## config.mk

```make
export PLATFORM = sky130hd
export DESIGN_NAME = axi_reflect_top
export DESIGN_NICKNAME = d
export VERILOG_FILES = /design/src/logic/regbank_pkg.sv /design/src/logic/axi_pkg.sv /design/src/logic/axil_if.sv /design/src/logic/axi_reflect_top.sv /design/src/logic/axi_reflect_rd.sv /design/src/logic/axi_reflect_wr.sv /design/src/logic/axil_bank_arbiter.sv /design/src/logic/reg_bank.sv
export SDC_FILE = /design/constraint.sdc
export NUM_CORES = 1
export LEC_CHECK = 0
export ABC_AREA = 1
export BUFFER_PORTS_ARGS = -buffer_cell sky130_fd_sc_hd__buf_2
export CAP_MARGIN = 20
export CELL_PAD_IN_SITES_DETAIL_PLACEMENT = 0
export CELL_PAD_IN_SITES_GLOBAL_PLACEMENT = 2
export CORE_MARGIN = 1.5
export CORE_UTILIZATION = 23
export DETAILED_ROUTE_END_ITERATION = 16
export GPL_TIMING_DRIVEN = 0
export PLACE_DENSITY = 0.54
export SETUP_SLACK_MARGIN = 0.2
export SLEW_MARGIN = 20
export SYNTH_ARGS = -nofsm -noshare
export SYNTH_HDL_FRONTEND = slang
export SYNTH_SLANG_ARGS = --single-unit
```

## constraint.sdc

```tcl
create_clock -name clk -period 3.31 [get_ports clk]
set_clock_uncertainty 0.1 [all_clocks]
set_input_delay 0.1655 -clock clk [delete_from_list [all_inputs] [get_ports clk]]
set_output_delay 0.1655 -clock clk [all_outputs]
set_load 0.02 [all_outputs]
```

## src/logic/regbank_pkg.sv

```systemverilog
package regbank_pkg;

  // Words in the bank unless the top level says otherwise.
  localparam int REG_COUNT_DEFAULT = 16;

  // Outcome of the word index check.
  typedef enum logic {
    BANK_OK,
    BANK_OUT_OF_RANGE
  } bank_err_e;

endpackage

```

## src/logic/axi_pkg.sv

```systemverilog
package axi_pkg;

  // ##################################################
  // Response codes
  // ##################################################

  typedef logic [1:0] axi_resp_t;

  localparam axi_resp_t RESP_OKAY   = 2'b00;
  localparam axi_resp_t RESP_SLVERR = 2'b10; // Unsupported burst or encoding.
  localparam axi_resp_t RESP_DECERR = 2'b11; // Address outside the bank.

  // ##################################################
  // Burst length
  // ##################################################

  // Beats minus one, as carried on awlen and arlen.
  typedef logic [7:0] axi_len_t;

  // Reserved burst encoding.
  localparam logic [1:0] BURST_RESERVED = 2'b11;

endpackage
```

## src/logic/axil_if.sv

```systemverilog
`timescale 1ns/1ps

interface axil_wr_if #(
  parameter int ADDR_WIDTH = 20,
  parameter int DATA_WIDTH = 32
);
  import axi_pkg::*;

  logic [ADDR_WIDTH-1:0]   awaddr;
  logic                    awvalid;
  logic                    awready;
  logic [DATA_WIDTH-1:0]   wdata;
  logic [DATA_WIDTH/8-1:0] wstrb;
  logic                    wvalid;
  logic                    wready;
  axi_resp_t               bresp;
  logic                    bvalid;
  logic                    bready;

  modport master (
    output awaddr, awvalid, wdata, wstrb, wvalid, bready,
    input  awready, wready, bresp, bvalid
  );

  modport slave (
    input  awaddr, awvalid, wdata, wstrb, wvalid, bready,
    output awready, wready, bresp, bvalid
  );
endinterface

interface axil_rd_if #(
  parameter int ADDR_WIDTH = 20,
  parameter int DATA_WIDTH = 32
);
  import axi_pkg::*;

  logic [ADDR_WIDTH-1:0] araddr;
  logic                  arvalid;
  logic                  arready;
  logic [DATA_WIDTH-1:0] rdata;
  axi_resp_t             rresp;
  logic                  rvalid;
  logic                  rready;

  modport master (output araddr, arvalid, rready, input arready, rdata, rresp, rvalid);
  modport slave (input araddr, arvalid, rready, output arready, rdata, rresp, rvalid);
endinterface

// Single port into the register bank. Read data follows req by one cycle.
interface bank_if #(
  parameter int ADDR_WIDTH = 20,
  parameter int DATA_WIDTH = 32
);
  import regbank_pkg::*;

  logic                    req;
  logic                    we;
  logic [ADDR_WIDTH-1:0]   addr;
  logic [DATA_WIDTH-1:0]   wdata;
  logic [DATA_WIDTH/8-1:0] wstrb;
  logic [DATA_WIDTH-1:0]   rdata;
  bank_err_e               err;

  modport master (output req, we, addr, wdata, wstrb, input rdata, err);
  modport slave (input req, we, addr, wdata, wstrb, output rdata, err);
endinterface

```

## src/logic/axi_reflect_top.sv

```systemverilog
`timescale 1ns/1ps

module axi_reflect_top #(
  parameter int ADDR_WIDTH = 20,
  parameter int DATA_WIDTH = 32,
  parameter int ID_WIDTH   = 4,
  parameter int USER_WIDTH = 2,
  parameter int REG_COUNT  = regbank_pkg::REG_COUNT_DEFAULT
) (
  input  logic                    clk,
  input  logic                    rst_n,

  input  logic                    s_axi_awvalid,
  input  logic [ADDR_WIDTH-1:0]   s_axi_awaddr,
  input  logic [ID_WIDTH-1:0]     s_axi_awid,
  input  axi_pkg::axi_len_t       s_axi_awlen,
  input  logic [2:0]              s_axi_awsize,
  input  logic [1:0]              s_axi_awburst,
  input  logic [USER_WIDTH-1:0]   s_axi_awuser,
  output logic                    s_axi_awready,
  input  logic                    s_axi_wvalid,
  input  logic [DATA_WIDTH-1:0]   s_axi_wdata,
  input  logic [DATA_WIDTH/8-1:0] s_axi_wstrb,
  input  logic                    s_axi_wlast,
  output logic                    s_axi_wready,
  output logic                    s_axi_bvalid,
  output logic [ID_WIDTH-1:0]     s_axi_bid,
  output axi_pkg::axi_resp_t      s_axi_bresp,
  output logic [USER_WIDTH-1:0]   s_axi_buser,
  input  logic                    s_axi_bready,

  input  logic                    s_axi_arvalid,
  input  logic [ADDR_WIDTH-1:0]   s_axi_araddr,
  input  logic [ID_WIDTH-1:0]     s_axi_arid,
  input  axi_pkg::axi_len_t       s_axi_arlen,
  input  logic [2:0]              s_axi_arsize,
  input  logic [1:0]              s_axi_arburst,
  input  logic [USER_WIDTH-1:0]   s_axi_aruser,
  output logic                    s_axi_arready,
  output logic                    s_axi_rvalid,
  output logic [DATA_WIDTH-1:0]   s_axi_rdata,
  output logic [ID_WIDTH-1:0]     s_axi_rid,
  output axi_pkg::axi_resp_t      s_axi_rresp,
  output logic [USER_WIDTH-1:0]   s_axi_ruser,
  output logic                    s_axi_rlast,
  input  logic                    s_axi_rready
);

  axil_wr_if #(.ADDR_WIDTH(ADDR_WIDTH), .DATA_WIDTH(DATA_WIDTH)) wr_if ();
  axil_rd_if #(.ADDR_WIDTH(ADDR_WIDTH), .DATA_WIDTH(DATA_WIDTH)) rd_if ();
  bank_if #(.ADDR_WIDTH(ADDR_WIDTH), .DATA_WIDTH(DATA_WIDTH)) bank_bus ();

  // AXI ports match the reflector port names one to one.
  axi_reflect_wr #(
    .ADDR_WIDTH(ADDR_WIDTH),
    .DATA_WIDTH(DATA_WIDTH),
    .ID_WIDTH  (ID_WIDTH),
    .USER_WIDTH(USER_WIDTH)
  ) axi_reflect_wr_inst (
    .*,
    .lite(wr_if)
  );

  axi_reflect_rd #(
    .ADDR_WIDTH(ADDR_WIDTH),
    .DATA_WIDTH(DATA_WIDTH),
    .ID_WIDTH  (ID_WIDTH),
    .USER_WIDTH(USER_WIDTH)
  ) axi_reflect_rd_inst (
    .*,
    .lite(rd_if)
  );

  axil_bank_arbiter axil_bank_arbiter_inst (
    .clk  (clk),
    .rst_n(rst_n),
    .wr   (wr_if),
    .rd   (rd_if),
    .bank (bank_bus)
  );

  reg_bank #(
    .ADDR_WIDTH(ADDR_WIDTH),
    .DATA_WIDTH(DATA_WIDTH),
    .REG_COUNT (REG_COUNT)
  ) reg_bank_inst (
    .clk  (clk),
    .rst_n(rst_n),
    .bank (bank_bus)
  );

endmodule

```

## src/logic/axi_reflect_rd.sv

```systemverilog
`timescale 1ns/1ps

module axi_reflect_rd #(
  parameter int ADDR_WIDTH = 20,
  parameter int DATA_WIDTH = 32,
  parameter int ID_WIDTH   = 4,
  parameter int USER_WIDTH = 2
) (
  input  logic                  clk,
  input  logic                  rst_n,
  input  logic                  s_axi_arvalid,
  input  logic [ADDR_WIDTH-1:0] s_axi_araddr,
  input  logic [ID_WIDTH-1:0]   s_axi_arid,
  input  axi_pkg::axi_len_t     s_axi_arlen,
  input  logic [2:0]            s_axi_arsize,
  input  logic [1:0]            s_axi_arburst,
  input  logic [USER_WIDTH-1:0] s_axi_aruser,
  output logic                  s_axi_arready,
  output logic                  s_axi_rvalid,
  output logic [DATA_WIDTH-1:0] s_axi_rdata,
  output logic [ID_WIDTH-1:0]   s_axi_rid,
  output axi_pkg::axi_resp_t    s_axi_rresp,
  output logic [USER_WIDTH-1:0] s_axi_ruser,
  output logic                  s_axi_rlast,
  input  logic                  s_axi_rready,
  axil_rd_if.master             lite
);
  import axi_pkg::*;

  localparam logic [2:0] FULL_SIZE = 3'($clog2(DATA_WIDTH / 8));

  typedef enum logic [1:0] {IDLE, ISSUE, RESP} state_t;

  state_t                state;
  logic [ADDR_WIDTH-1:0] addr_q;
  axi_len_t              len_q;
  axi_len_t              beat_q;
  logic                  ar_pend;
  logic                  ar_fire;
  logic                  r_fire;
  logic                  lite_r_fire;
  logic                  unsupported;

  assign ar_fire     = s_axi_arvalid && s_axi_arready;
  assign r_fire      = s_axi_rvalid && s_axi_rready;
  assign lite_r_fire = lite.rvalid && lite.rready;
  assign unsupported = (s_axi_arlen != '0) || (s_axi_arburst == BURST_RESERVED) ||
                       (s_axi_arsize > FULL_SIZE);

  assign lite.araddr  = addr_q;
  assign lite.arvalid = ar_pend;
  assign lite.rready  = (state == ISSUE) && !ar_pend;
  assign s_axi_rlast  = (beat_q == len_q);

  always_ff @(posedge clk) begin
    if (!rst_n) begin
      state         <= IDLE;
      s_axi_arready <= 1'b0;
      s_axi_rvalid  <= 1'b0;
      ar_pend       <= 1'b0;
    end else begin
      case (state)
        IDLE: begin
          s_axi_arready <= !ar_fire;
          if (ar_fire && unsupported) begin
            s_axi_rvalid <= 1'b1; // Error beats need no bank access.
            state        <= RESP;
          end else if (ar_fire) begin
            ar_pend <= 1'b1;
            state   <= ISSUE;
          end
        end
        ISSUE: begin
          if (lite.arvalid && lite.arready) ar_pend <= 1'b0;
          if (lite_r_fire) begin
            s_axi_rvalid <= 1'b1;
            state        <= RESP;
          end
        end
        default: begin
          if (r_fire && s_axi_rlast) begin
            s_axi_rvalid <= 1'b0;
            state        <= IDLE;
          end
        end
      endcase
    end
  end

  // Payload, reflected fields and beat count.
  always_ff @(posedge clk) begin
    if (ar_fire) begin
      addr_q      <= s_axi_araddr;
      len_q       <= s_axi_arlen;
      beat_q      <= '0;
      s_axi_rid   <= s_axi_arid;
      s_axi_ruser <= s_axi_aruser;
      s_axi_rdata <= '0;
      s_axi_rresp <= RESP_SLVERR;
    end else if (r_fire) begin
      beat_q <= beat_q + 8'd1;
    end
    if (lite_r_fire) begin
      s_axi_rdata <= lite.rdata;
      s_axi_rresp <= lite.rresp;
    end
  end

endmodule

```

## src/logic/axi_reflect_wr.sv

```systemverilog
`timescale 1ns/1ps

module axi_reflect_wr #(
  parameter int ADDR_WIDTH = 20,
  parameter int DATA_WIDTH = 32,
  parameter int ID_WIDTH   = 4,
  parameter int USER_WIDTH = 2
) (
  input  logic                    clk,
  input  logic                    rst_n,
  input  logic                    s_axi_awvalid,
  input  logic [ADDR_WIDTH-1:0]   s_axi_awaddr,
  input  logic [ID_WIDTH-1:0]     s_axi_awid,
  input  axi_pkg::axi_len_t       s_axi_awlen,
  input  logic [2:0]              s_axi_awsize,
  input  logic [1:0]              s_axi_awburst,
  input  logic [USER_WIDTH-1:0]   s_axi_awuser,
  output logic                    s_axi_awready,
  input  logic                    s_axi_wvalid,
  input  logic [DATA_WIDTH-1:0]   s_axi_wdata,
  input  logic [DATA_WIDTH/8-1:0] s_axi_wstrb,
  input  logic                    s_axi_wlast,
  output logic                    s_axi_wready,
  output logic                    s_axi_bvalid,
  output logic [ID_WIDTH-1:0]     s_axi_bid,
  output axi_pkg::axi_resp_t      s_axi_bresp,
  output logic [USER_WIDTH-1:0]   s_axi_buser,
  input  logic                    s_axi_bready,
  axil_wr_if.master               lite
);
  import axi_pkg::*;

  localparam logic [2:0] FULL_SIZE = 3'($clog2(DATA_WIDTH / 8));

  typedef enum logic [1:0] {IDLE, DRAIN, ISSUE, RESP} state_t;

  state_t                  state;
  logic                    bad_q; // Answer with SLVERR, bank untouched.
  logic [ADDR_WIDTH-1:0]   addr_q;
  logic [DATA_WIDTH-1:0]   wdata_q;
  logic [DATA_WIDTH/8-1:0] wstrb_q;
  logic                    aw_pend;
  logic                    w_pend;
  logic                    aw_fire;
  logic                    w_fire;
  logic                    lite_b_fire;
  logic                    unsupported;

  assign aw_fire     = s_axi_awvalid && s_axi_awready;
  assign w_fire      = s_axi_wvalid && s_axi_wready;
  assign lite_b_fire = lite.bvalid && lite.bready;

  // Bursts, reserved burst type and sizes wider than the bus.
  assign unsupported = (s_axi_awlen != '0) || (s_axi_awburst == BURST_RESERVED) ||
                       (s_axi_awsize > FULL_SIZE);

  assign lite.awaddr  = addr_q;
  assign lite.awvalid = aw_pend;
  assign lite.wdata   = wdata_q;
  assign lite.wstrb   = wstrb_q;
  assign lite.wvalid  = w_pend;
  assign lite.bready  = (state == ISSUE) && !aw_pend && !w_pend;

  // ##################################################
  // Control
  // ##################################################

  always_ff @(posedge clk) begin
    if (!rst_n) begin
      state         <= IDLE;
      s_axi_awready <= 1'b0;
      s_axi_wready  <= 1'b0;
      s_axi_bvalid  <= 1'b0;
      aw_pend       <= 1'b0;
      w_pend        <= 1'b0;
    end else begin
      case (state)
        IDLE: begin
          s_axi_awready <= !aw_fire;
          if (aw_fire) begin
            s_axi_wready <= 1'b1;
            state        <= DRAIN;
          end
        end
        DRAIN: begin
          if (w_fire && !bad_q) begin
            s_axi_wready <= 1'b0;
            aw_pend      <= 1'b1;
            w_pend       <= 1'b1;
            state        <= ISSUE;
          end else if (w_fire && s_axi_wlast) begin
            s_axi_wready <= 1'b0;
            s_axi_bvalid <= 1'b1;
            state        <= RESP;
          end
        end
        ISSUE: begin
          if (lite.awvalid && lite.awready) aw_pend <= 1'b0;
          if (lite.wvalid && lite.wready) w_pend <= 1'b0;
          if (lite_b_fire) begin
            s_axi_bvalid <= 1'b1;
            state        <= RESP;
          end
        end
        default: begin
          if (s_axi_bready) begin
            s_axi_bvalid <= 1'b0;
            state        <= IDLE;
          end
        end
      endcase
    end
  end

  // Request payload and the reflected ID and user.
  always_ff @(posedge clk) begin
    if (aw_fire) begin
      addr_q      <= s_axi_awaddr;
      bad_q       <= unsupported;
      s_axi_bid   <= s_axi_awid;
      s_axi_buser <= s_axi_awuser;
      s_axi_bresp <= RESP_SLVERR;
    end
    if (w_fire) begin
      wdata_q <= s_axi_wdata;
      wstrb_q <= s_axi_wstrb;
    end
    if (lite_b_fire) s_axi_bresp <= lite.bresp;
  end

endmodule

```

## src/logic/axil_bank_arbiter.sv

```systemverilog
`timescale 1ns/1ps

module axil_bank_arbiter (
  input logic       clk,
  input logic       rst_n,
  axil_wr_if.slave  wr,
  axil_rd_if.slave  rd,
  bank_if.master    bank
);
  import axi_pkg::*;
  import regbank_pkg::*;

  logic      wr_elig;
  logic      rd_elig;
  logic      busy;
  logic      grant_wr;
  logic      grant_rd;
  logic      last_rd; // Read side won the last contest.
  axi_resp_t resp;

  // ##################################################
  // Grant
  // ##################################################

  assign wr_elig = wr.awvalid && wr.wvalid;
  assign rd_elig = rd.arvalid;
  assign busy    = wr.bvalid || rd.rvalid; // One access in flight at a time.

  // Whoever lost last time wins a tie.
  assign grant_wr = !busy && wr_elig && (!rd_elig || last_rd);
  assign grant_rd = !busy && rd_elig && (!wr_elig || !last_rd);

  assign wr.awready = grant_wr;
  assign wr.wready  = grant_wr;
  assign rd.arready = grant_rd;

  // ##################################################
  // Bank access and response
  // ##################################################

  assign bank.req   = grant_wr || grant_rd;
  assign bank.we    = grant_wr;
  assign bank.addr  = grant_wr ? wr.awaddr : rd.araddr;
  assign bank.wdata = wr.wdata;
  assign bank.wstrb = wr.wstrb;

  // Bank outputs hold until the next req, which waits for this response.
  assign resp     = (bank.err == BANK_OUT_OF_RANGE) ? RESP_DECERR : RESP_OKAY;
  assign wr.bresp = resp;
  assign rd.rresp = resp;
  assign rd.rdata = bank.rdata;

  always_ff @(posedge clk) begin
    if (!rst_n) begin
      last_rd   <= 1'b0;
      wr.bvalid <= 1'b0;
      rd.rvalid <= 1'b0;
    end else begin
      if (grant_wr || grant_rd) begin
        last_rd <= grant_rd;
      end

      if (grant_wr) begin
        wr.bvalid <= 1'b1;
      end else if (wr.bready) begin
        wr.bvalid <= 1'b0;
      end

      if (grant_rd) begin
        rd.rvalid <= 1'b1;
      end else if (rd.rready) begin
        rd.rvalid <= 1'b0;
      end
    end
  end

endmodule

```

## src/logic/reg_bank.sv

```systemverilog
`timescale 1ns/1ps

module reg_bank #(
  parameter int ADDR_WIDTH = 20,
  parameter int DATA_WIDTH = 32,
  parameter int REG_COUNT  = regbank_pkg::REG_COUNT_DEFAULT
) (
  input logic   clk,
  input logic   rst_n,
  bank_if.slave bank
);
  import regbank_pkg::*;

  localparam int STRB_WIDTH  = DATA_WIDTH / 8;
  localparam int OFFSET      = $clog2(STRB_WIDTH);
  localparam int IDX_WIDTH   = ADDR_WIDTH - OFFSET;
  localparam int SLOT_WIDTH  = (REG_COUNT > 1) ? $clog2(REG_COUNT) : 1;

  logic [DATA_WIDTH-1:0] mem [REG_COUNT];
  logic [IDX_WIDTH-1:0]  word_idx;
  logic [SLOT_WIDTH-1:0] slot;
  logic                  in_range;

  assign word_idx = bank.addr[ADDR_WIDTH-1:OFFSET]; // Drop the byte offset.
  assign slot     = word_idx[SLOT_WIDTH-1:0];
  assign in_range = (word_idx < IDX_WIDTH'(REG_COUNT));

  always_ff @(posedge clk) begin
    if (!rst_n) begin
      for (int i = 0; i < REG_COUNT; i++) begin
        mem[i] <= '0;
      end
    end else if (bank.req && bank.we && in_range) begin
      for (int b = 0; b < STRB_WIDTH; b++) begin
        if (bank.wstrb[b]) mem[slot][b*8 +: 8] <= bank.wdata[b*8 +: 8];
      end
    end
  end

  // One cycle read. Out of range reads zero.
  always_ff @(posedge clk) begin
    if (bank.req) begin
      bank.rdata <= in_range ? mem[slot] : '0;
      bank.err   <= in_range ? BANK_OK : BANK_OUT_OF_RANGE;
    end
  end

endmodule

```

==> results of run 1 <==
-- synth_stat cells (7+ instances only) --
cell type,n
nor3_1,8
edfxtp_1,674
dfxtp_1,23
a21oi_1,20
clkbuf_1,105
nand3_1,165
o21ai_0,17
buf_1,13
buf_2,45
inv_2,7
nor2_2,11
nand2_2,10
nand2_1,1365
inv_1,105
nor2_1,645
-- registers in the layout (all words and copies together), names as in the netlist, 2 cells and up --
signal                           cells
axi_reflect_wr_inst.lite.wstrb       4
axi_reflect_rd_inst.lite.araddr     18
axi_reflect_rd_inst.s_axi_rid        4
axi_reflect_wr_inst.state            2
axi_reflect_rd_inst.state            2
axi_reflect_rd_inst.s_axi_ruser      2
axi_reflect_rd_inst.beat_q           8
axi_reflect_wr_inst.s_axi_bid        4
reg_bank_inst.bank.rdata            32
axi_reflect_rd_inst.len_q            8
axi_reflect_wr_inst.s_axi_bresp      2
axi_reflect_wr_inst.s_axi_buser      2
axi_reflect_wr_inst.lite.awaddr     18
reg_bank_inst.mem                  512
axi_reflect_wr_inst.lite.wdata      32
axi_reflect_rd_inst.s_axi_rresp      2
axi_reflect_rd_inst.s_axi_rdata     32
-- cell families (layout without fill, tap and decap cells) --
logic type | after synthesis | count (layout) | synth area share
AO/OA/AOI/OAI | 44 | 44 | 0.007785
XOR/XNOR | 7 | 7 | 0.001987
adder cells (fa/ha/maj) | 5 | 5 | 0.002027
buffers and inverters | 280 | 755 | 0.03625
flip-flops | 697 | 697 | 0.6708
other | 0 | 1 | 0
AND/OR/NAND/NOR | 2222 | 2222 | 0.2812
-- cell type report --
type | count | area share
repair buffers | 320 | 0.06283
multi-input cells | 2278 | 0.2489
inverters | 114 | 0.01123
flip-flops and latches | 697 | 0.5276
clock buffers | 115 | 0.06110
well taps | 1768 | 0.05638
plain buffers | 165 | 0.02067
diodes | 1 | 0.00006378
clock inverters | 41 | 0.01116
-- power groups by stage --
| stage | combinational, W | sequential [W] | clock, W |
|---|---|---|---|
| after floorplan | 0.00219 | 0.0107 | 0 |
| after global placement | 0.00424 | 0.0106 | 0 |
| after detailed placement | 0.00428 | 0.0106 | 0 |
| after CTS | 0.00462 | 0.0104 | 0.00991 |
| after global routing | 0.00506 | 0.0105 | 0.0102 |
| final | 0.00460 | 0.0104 | 0.00967 |
-- worst max-delay path, cell delays in order, from the launching register on --
cell	delay, ns
dfxtp_1	0.35
nand2_1	0.16
inv_2	0.11
nand3_4	0.17
buf_4	0.19
buf_4	0.12
nand2_1	0.06
nand2_2	0.16
nor2_4	0.28
inv_2	0.17
nor2_4	0.25
nand2_2	0.24
nand2_2	0.29
-- routing by layer --
| metal | up-vias | wire length [µm] |
|---|---|---|
| met4 | 0 | 2595 |
| met5 | - | 0 |
| met1 | 11340 | 57220 |
| met2 | 434 | 55340 |
| met3 | 127 | 4423 |
| li1 | 11390 | - |
-- how the worst min path moves through the flow --
stage	from	end	depth (start not counted)
floorplan	s_axi_arlen[0]	axi_reflect_rd_inst.len_q[0]$_DFFE_PP_	0
global placement	s_axi_wdata[29]	axi_reflect_wr_inst.lite.wdata[29]$_DFFE_PP_	1
detailed placement	s_axi_awuser[0]	axi_reflect_wr_inst.s_axi_buser[0]$_DFFE_PP_	1
CTS	s_axi_arvalid	axi_reflect_rd_inst.beat_q[2]$_SDFFE_PP0P_	4
global route	s_axi_wdata[28]	axi_reflect_wr_inst.lite.wdata[28]$_DFFE_PP_	2
finish	s_axi_arvalid	axi_reflect_rd_inst.beat_q[2]$_SDFFE_PP0P_	4
-- stage by stage --
stage / TNS, ns / cells
floorplan: 0 / 3255
detailed placement: -469.83 / 5198
global route: 0 / 5498
finish: 0 / 5499
CTS: 0 / 5492
global placement: -625.22 / 5194
-- timing repair --
| action | in CTS | in global routing |
|---|---|---|
| setup buffers | 36 | 6 |
| hold buffers | 103 | 0 |
| gates resized for setup | 204 | 83 |
| pin swaps | 15 | 1 |
| setup endpoints to repair | 1034 | 501 |
| hold endpoints to repair | 124 | 0 |
==> reports/results.tsv, run 1 <==
metric	value	unit
post-route minimum period	3.007	ns
Sequential Area	20700	µm²
Worst Path Max Fanout	9	
Max Cap Violations	0	
Max Clock Freq	332.6	MHz
Core Util, Final	0.2943	
Iteration-0 DRC Markers	1540	
Slew Viols, Final	0	
GR Util met3	0.02551	
clock share of power	0.392	
Layout Area Growth over Synthesis	27.13	%
post-route cell area	39230	µm²
total global-route track usage	0.1753	
Critical Path RT	3.55	ns
drt pass-1 iters	5	
vias per cell	4.235	
Post-synth EDFFs	674	
Die W	369.3	µm
grt ovf	0	
final setup vio count	0	
#FFs+latches synth	697	
Synth Instances	3255	
Clock Pin Slew Worst Setup and Hold Paths	0.05	ns
reg-to-reg critical path startpoint	axi_reflect_wr_inst.lite.wvalid$_SDFFE_PN0P_	
outcome	complete, no violations	
ys async rst share	0	
Worst Setup Slack, final	0.3030	ns
most frequent cells in the layout	nand2_1 (1,245), edfxtp_1 (674), nor2_1 (633)	
Top Usage Layer GRT	met2	
Reg2Reg Depth	12	
final worst path period share	0.9084	
# port buffers	171	
Seq/Total Area, Yosys	0.6708	
row cnt	134	
Die Ht	369.3	µm
Root Buffer Master	clkbuf_16	
Final Wtd Congestion	0.7813	
layout cells sized above 1	0.1638	
core outline area	133300	µm²
combinational group share of total power	0.186	
Slew HR	0.1972	
worst setup path category	flop to flop	
I/O pin count	176	
Worst R2R End	reg_bank_inst.mem[1][7]$_SDFFCE_PN0P_	
clock buffer count from CTS	86	
DIE AREA	136400	µm²
htree depth	3	
largest net degree at the start of global routing	32	
Worst setup endpoint	reg_bank_inst.mem[1][7]$_SDFFCE_PN0P_	
Detailed Route WL	119600	µm
P_int	0.01717	W
main flop type after synthesis	edfxtp_1	
Yosys cell types	33	
pre-CTS setup slack	-1.409	ns
total power	0.02467	W
CTS Sinks	697	
via count	23290	
Sw Ratio	0.3038	
area of the multi-input gates	9767	µm²
Clock Latency Late Sink	0.69	ns
r2r setup slk	0.30	ns
data arrival time of the critical path	3.25	ns
final hold vios	0	
maximum vdd drop	408.1	µV
DP Wirelength	85020	µm
Synth Cell Area	30860	µm²
RSZ-0062 raised after global routing	yes	
actual slew at the worst max-slew pin	1.204	ns
met2 global-route usage	0.2840	
met1 Track Usage GR	0.2446	
Placed Area	34040	µm²
Yosys warning count	0	
Syn Area/Cell	9.481	µm²
Starting Density	0.2315	
sequential share of power	0.421	
min-delay worst type	input port to flop	
initial antenna violation count	3	
Routed Antenna Nets	0	
fill cell count	14080	
Synth top area share	0.6559	
Post-Synthesis Net Count	3382	
TritonCTS clock tree	built	
commonest non-fill, non-tap cell in the layout	nand2_1	
CTS max path bufs	3	
Cell Pwr Density	628.8	nW/µm²
synth top area cells	edfxtp_1 (66%), nand2_1 (17%), nor2_1 (7.8%)	
first-pass GRT wire length	169700	µm
cell taking the most area after synthesis	edfxtp_1	
Final Net Count	3789	
vias in the first global route	23420	
WL/cell	21.75	µm
crit path from	axi_reflect_wr_inst.lite.wvalid$_SDFFE_PN0P_	
Remaining DRCs	0	
WHS	0.03166	ns
Leak	16.72	nW
Switch Pwr	0.007494	W
CP startpoint kind	flop	
Worst setup EP type	flop	
No activity file was read; power rests on OpenSTA's default activity.
==> run 2, diff against run 1 <==
- PLACE_DENSITY: 0.54 -> 0.53
- SYNTH_HIERARCHICAL: default -> 1
==> reports/results.tsv, run 2 <==
metric	value	unit	change
WL/cell	18.32	µm	-16%
most frequent cells in the layout	nand2_1 (1,456), edfxtp_1 (674), nor2_1 (611)		
CTS max path bufs	3		unchanged
initial antenna violation count	0		-3
total power	0.02506	W	+1.6%
clock buffer count from CTS	91		+5.8%
TritonCTS clock tree	built		
n_diodes	0		-1
outcome	complete, no violations		
Yosys warning count	6		+6
Fin Setup TNS	0	ns	unchanged
Worst setup EP type	flop		
min-delay worst type	input port to flop		
Max Cap Violations	0		unchanged
Synth Instances	3394		+4.3%
met2 routed WL	48140	µm	-13%
final worst path period share	0.9127		+0.004281
row cnt	137		+2.2%
drt pass-1 iters	5		unchanged
Post-Synthesis Net Count	3521		+4.1%
Syn Area/Cell	9.558	µm²	+0.81%
Reg2Reg Depth	14		+2
met3 wire len	4387	µm	-0.81%
fill cell count	14830		+5.3%
Iteration-0 DRC Markers	1114		-28%
post-route minimum period	3.021	ns	+0.01417 ns
worst setup path category	flop to flop		
Critical Path RT	3.58	ns	+0.03 ns
I/O pin count	176		unchanged
Synth Cell Area	32440	µm²	+5.1%
largest net degree at the start of global routing	36		+13%
Sequential Area	20700	µm²	about the same
htree depth	3		unchanged
post-route cell area	40970	µm²	+4.4%
Die Ht	378.6	µm	+2.5%
hold path depth	2		-2
Layout Area Growth over Synthesis	26.29	%	
Largest Register	reg_bank_inst/mem		
Final Wtd Congestion	0.7511		-3.9%
CTS Sinks	697		unchanged
Met1 Wirelength	50170	µm	-12%
DP Wirelength	80450	µm	-5.4%
total global-route track usage	0.1481		-0.02721
layout cells sized above 1	0.1927		+0.02892
commonest non-fill, non-tap cell in the layout	nand2_1		
final hold vios	0		unchanged
WHS	0.08090	ns	+0.04924 ns
Cell Pwr Density	611.8	nW/µm²	-2.7%
Leak	17.27	nW	+3.3%
DIE AREA	143300	µm²	+5.1%
first-pass GRT wire length	153700	µm	-9.4%
Clock Latency Late Sink	0.70	ns	about the same
maximum vdd drop	358.0	µV	-12%
Top Metal Used	met4		
Starting Density	0.2322		+0.0006758
Worst Path Max Fanout	10		+1
CP startpoint kind	flop		
Slew HR	0.2654		+0.06818
max reg flops	512		unchanged
vias per cell	3.887		-8.2%
actual slew at the worst max-slew pin	1.102	ns	-0.1023 ns
final setup vio count	0		unchanged
grt ovf	0		unchanged
Placed Area	35730	µm²	+5.0%
RSZ-0062 raised after global routing	yes		
Remaining DRCs	0		unchanged
Max Clock Freq	331.0	MHz	-0.47%
Final Net Count	3933		+3.8%
Root Buffer Master	clkbuf_16		
Die W	378.6	µm	+2.5%
vias in the first global route	22740		-2.9%
# port buffers	171		unchanged
data arrival time of the critical path	3.29	ns	+0.04 ns
Routed Antenna Nets	0		unchanged
Clock Pin Slew Worst Setup and Hold Paths	0.06	ns	about the same
via count	22360		-4.0%
core outline area	139700	µm²	+4.8%
area of the multi-input gates	10760	µm²	+10%
Slew Viols, Final	0		unchanged
Detailed Route WL	105400	µm	-12%
run 2: layer usage:
metal  vias up  global-route usage
met5         -                   0
met4         0             0.04221
met3       121             0.02698
met2       397              0.2420
met1     10220              0.1990
li1      11620                   -
run 2: final timing paths:
| path | endpoint | from | slack, ns |
|---|---|---|---|
| max reg2reg | reg_bank_inst/mem[14][3]$_SDFFCE_PN0P_ | axi_reflect_wr_inst/lite.wvalid$_SDFFE_PN0P_ | 0.29 |
| max | reg_bank_inst/mem[14][3]$_SDFFCE_PN0P_ | axi_reflect_wr_inst/lite.wvalid$_SDFFE_PN0P_ | 0.29 |
| min reg2reg | axi_reflect_wr_inst/lite.awvalid$_SDFFE_PN0P_ | axi_reflect_wr_inst/lite.awvalid$_SDFFE_PN0P_ | 0.38 |
| min | axi_reflect_wr_inst/lite.wdata[9]$_DFFE_PN_ | s_axi_wdata[9] | 0.08 |
run 2: timing repair:
item                                     CTS  global route
hold endpoints to repair                 150             0
hold buffers                             106             0
buffers inserted                          22            16
endpoints found under the setup margin  1050           534
pin swaps                                 10            12
resized for setup                        169           174
run 2: power breakdown:
| part | internal, W | switching (W) | total, W | leakage (nW) |
|---|---|---|---|---|
| clock | 0.00548 | 0.00397 | 0.00945 | 1.37 |
| combinational | 0.00145 | 0.00353 | 0.00498 | 8.92 |
| sequential | 0.0104 | 0.000237 | 0.0106 | 6.97 |
run 2: final cells by class:
class                   instances  area share
repair buffers                319     0.05873
clock buffers                 122     0.05943
well taps                    1876     0.05729
clock inverters                41    0.009315
plain buffers                 232     0.03601
flip-flops and latches        697      0.5053
inverters                     119     0.01124
multi-input cells            2346      0.2627
run 2: metrics by stage:
stage / std cells / worst slack [ns] / utilization
6_report: 5752 / 0.2889 / 0.2933
5_1_grt: 5752 / 0.1704 / 0.2933
4_1_cts: 5736 / 0.1399 / 0.2886
3_5_place_dp: 5445 / -0.4694 / 0.2558
3_3_place_gp: 5441 / -0.4602 / 0.2551
2_1_floorplan: 3394 / 0.5621 / -
run 2: worst max-delay path, stage by stage (launching register included):
cell,delay [ns]
dfxtp_1,0.38
nand2_1,0.06
inv_1,0.09
nand3_4,0.13
inv_4,0.10
buf_6,0.13
nand2_1,0.05
nand2_1,0.06
buf_2,0.24
buf_4,0.30
nand2_2,0.27
nor2_4,0.24
buf_12,0.14
nand3_4,0.15
nand2_2,0.24
==> run 3, diff against run 2 <==
==> constraint.sdc (replaced) <==
create_clock -name clk -period 3.8 [get_ports clk]
set_clock_uncertainty 0.1 [all_clocks]
set_input_delay 0.19 -clock clk [delete_from_list [all_inputs] [get_ports clk]]
set_output_delay 0.19 -clock clk [all_outputs]
set_load 0.01 [all_outputs]
==> reports/results.tsv, run 3 (synthesis gave the netlist of run 2 again) <==
metric	value	unit	change
clock buffer count from CTS	92		+1.1%
min-delay worst type	input port to flop		
# port buffers	171		unchanged
n_diodes	0		unchanged
largest net degree at the start of global routing	36		unchanged
TritonCTS clock tree	built		
CP startpoint kind	flop		
first-pass GRT wire length	153200	µm	-0.35%
Slew Viols, Final	0		unchanged
Worst Setup Slack, final	0.3169	ns	+0.02804 ns
reg-to-reg critical path startpoint	axi_reflect_rd_inst/lite.arvalid$_SDFFE_PN0P_		
DP Wirelength	80760	µm	+0.39%
actual slew at the worst max-slew pin	0.9486	ns	-0.1533 ns
via count	22140		-0.97%
hold_sp	s_axi_wstrb[2]		
sequential share of power	0.431		+0.007
final setup vio count	0		unchanged
Core Util, Final	0.2847		-0.008598
area of the multi-input gates	10070	µm²	-6.4%
final hold vios	0		unchanged
Detailed Route WL	105600	µm	+0.24%
Critical Path RT	4.03	ns	+0.45 ns
layout cells sized above 1	0.1497		-0.04302
worst setup path category	flop to flop		
RSZ-0062 raised after global routing	yes		
Fin Setup TNS	0	ns	unchanged
WL/cell	18.48	µm	+0.85%
Clock Latency Late Sink	0.68	ns	-0.02 ns
CTS max path bufs	3		unchanged
I/O pin count	176		unchanged
Starting Density	0.2322		unchanged
outcome	complete, no violations		
vias in the first global route	22490		-1.1%
htree depth	3		unchanged
Leak	16.82	nW	-2.6%
Routed Antenna Nets	0		unchanged
row cnt	137		unchanged
Clock Pin Slew Worst Setup and Hold Paths	0.06	ns	about the same
data arrival time of the critical path	3.72	ns	+0.43 ns
drt pass-1 iters	5		unchanged
Final Wtd Congestion	0.7666		+2.1%
Die Ht	378.6	µm	unchanged
commonest non-fill, non-tap cell in the layout	nand2_1		
vias per cell	3.872		-0.36%
fill cell count	14850		+0.14%
combinational group share of total power	0.187		-0.012
Worst setup EP type	flop		
Slew HR	0.3676		+0.1022
Iteration-0 DRC Markers	1102		-1.1%
total global-route track usage	0.1479		-0.0001878
max reg flops	512		unchanged
Sw Ratio	0.3048		-0.003649
Largest Register	reg_bank_inst/mem		
P_int	0.01496	W	-14%
Final Net Count	3900		-0.84%
Root Buffer Master	clkbuf_16		
Cell Pwr Density	541.0	nW/µm²	-12%
DIE AREA	143300	µm²	unchanged
Layout Area Growth over Synthesis	22.59	%	
Die W	378.6	µm	unchanged
post-route minimum period	3.483	ns	+0.4620 ns
Worst Path Max Fanout	10		unchanged
Switch Pwr	0.006557	W	-15%
crit path from	axi_reflect_rd_inst/lite.arvalid$_SDFFE_PN0P_		
maximum vdd drop	339.5	µV	-5.1%
Remaining DRCs	0		unchanged
grt ovf	0		unchanged
Max Cap Violations	0		unchanged
pre-CTS setup slack	0.03049	ns	+0.4999 ns
final worst path period share	0.9166		+0.003875
Sequential Area	20700	µm²	about the same
clock share of power	0.382		+0.005
most frequent cells in the layout	nand2_1 (1,529), edfxtp_1 (674), nor2_1 (630)		
Max Clock Freq	287.1	MHz	-13%
initial antenna violation count	0		unchanged
CTS Sinks	697		unchanged
core outline area	139700	µm²	unchanged
[run 3: cell types whose count changed in the layout (fill, tap and decap cells not counted), moves of 5 or more]
cell,delta
clkbuf_1,+12
clkinv_1,+18
buf_4,-35
clkbuf_4,-10
buf_1,+11
nand2_8,-10
buf_12,-8
buf_2,-11
nor2_4,-18
nand2_2,-19
nand2_4,-44
nand2_1,+73
nor2_1,+19
buf_6,-5
[run 3: layer usage]
| layer | vias up | routed length [µm] | track usage |
|---|---|---|---|
| li1 | 11580 | - | - |
| met4 | 0 | 2733 | 0.04092 |
| met2 | 375 | 48620 | 0.2434 |
| met3 | 128 | 4193 | 0.02834 |
| met5 | - | 0 | 0 |
| met1 | 10060 | 50100 | 0.1969 |
[run 3: worst max-delay path: stages, from the launching register on]
cell and delay (ns):
dfxtp_1 0.45, nand2_2 0.10, nand3_4 0.14, inv_4 0.05
buf_6 0.13, nand2_1 0.05, nand2_1 0.05, buf_2 0.18
inv_2 0.08, buf_2 0.37, nand2_2 0.28, nor2_2 0.51
nand3_4 0.24, nand2_1 0.38
[run 3: final cells by class]
cell class / count / area share
Clock inverter: 54 / 0.01023
Tap cell: 1876 / 0.05903
Timing Repair Buffer: 285 / 0.05157
Inverter: 119 / 0.01139
Buffer: 232 / 0.03398
Clock buffer: 108 / 0.05994
Sequential cell: 697 / 0.5205
Multi-Input combinational cell: 2346 / 0.2533
[run 3: metrics by stage]
stage	instance area [µm²]	power [W]	hold WS, ns	instances
final	39770	0.02151	0.1170	5717
after global routing	39770	0.02269	0.06560	5717
after CTS	39620	0.02198	0.04672	5714
after detailed placement	35750	0.01346	0.2681	5446
after global placement	35640	0.01341	0.2664	5441
after floorplan	32440	0.01173	0.1889	3394
[run 3: power by group through the flow]
stage | Clock (W) | Combinational (W) | Sequential [W]
global route | 0.00883 | 0.00454 | 0.00933
CTS | 0.00858 | 0.00413 | 0.00927
global placement | 0 | 0.00397 | 0.00945
finish | 0.00822 | 0.00403 | 0.00926
detailed placement | 0 | 0.00403 | 0.00943
floorplan | 0 | 0.00229 | 0.00943
[run 3: final timing paths]
| check | cells past startpoint | slack [ns] | to |
|---|---|---|---|
| max reg2reg | 13 | 0.32 | reg_bank_inst/mem[0][20]$_SDFFCE_PN0P_ |
| min reg2reg | 2 | 0.38 | axi_reflect_wr_inst/s_axi_awready$_SDFFE_PN0N_ |
| max | 13 | 0.32 | reg_bank_inst/mem[0][20]$_SDFFCE_PN0P_ |
| min | 2 | 0.12 | axi_reflect_wr_inst/lite.wstrb[2]$_DFFE_PN_ |
[run 3: repair_timing]
item / 4_1_cts / 5_1_grt
hold buffers: 106 / 0
gates resized for setup: 8 / 79
setup buffers: 0 / 3
hold endpoints to repair: 120 / 0
setup endpoints to repair: 187 / 346
pin swaps: 0 / 1
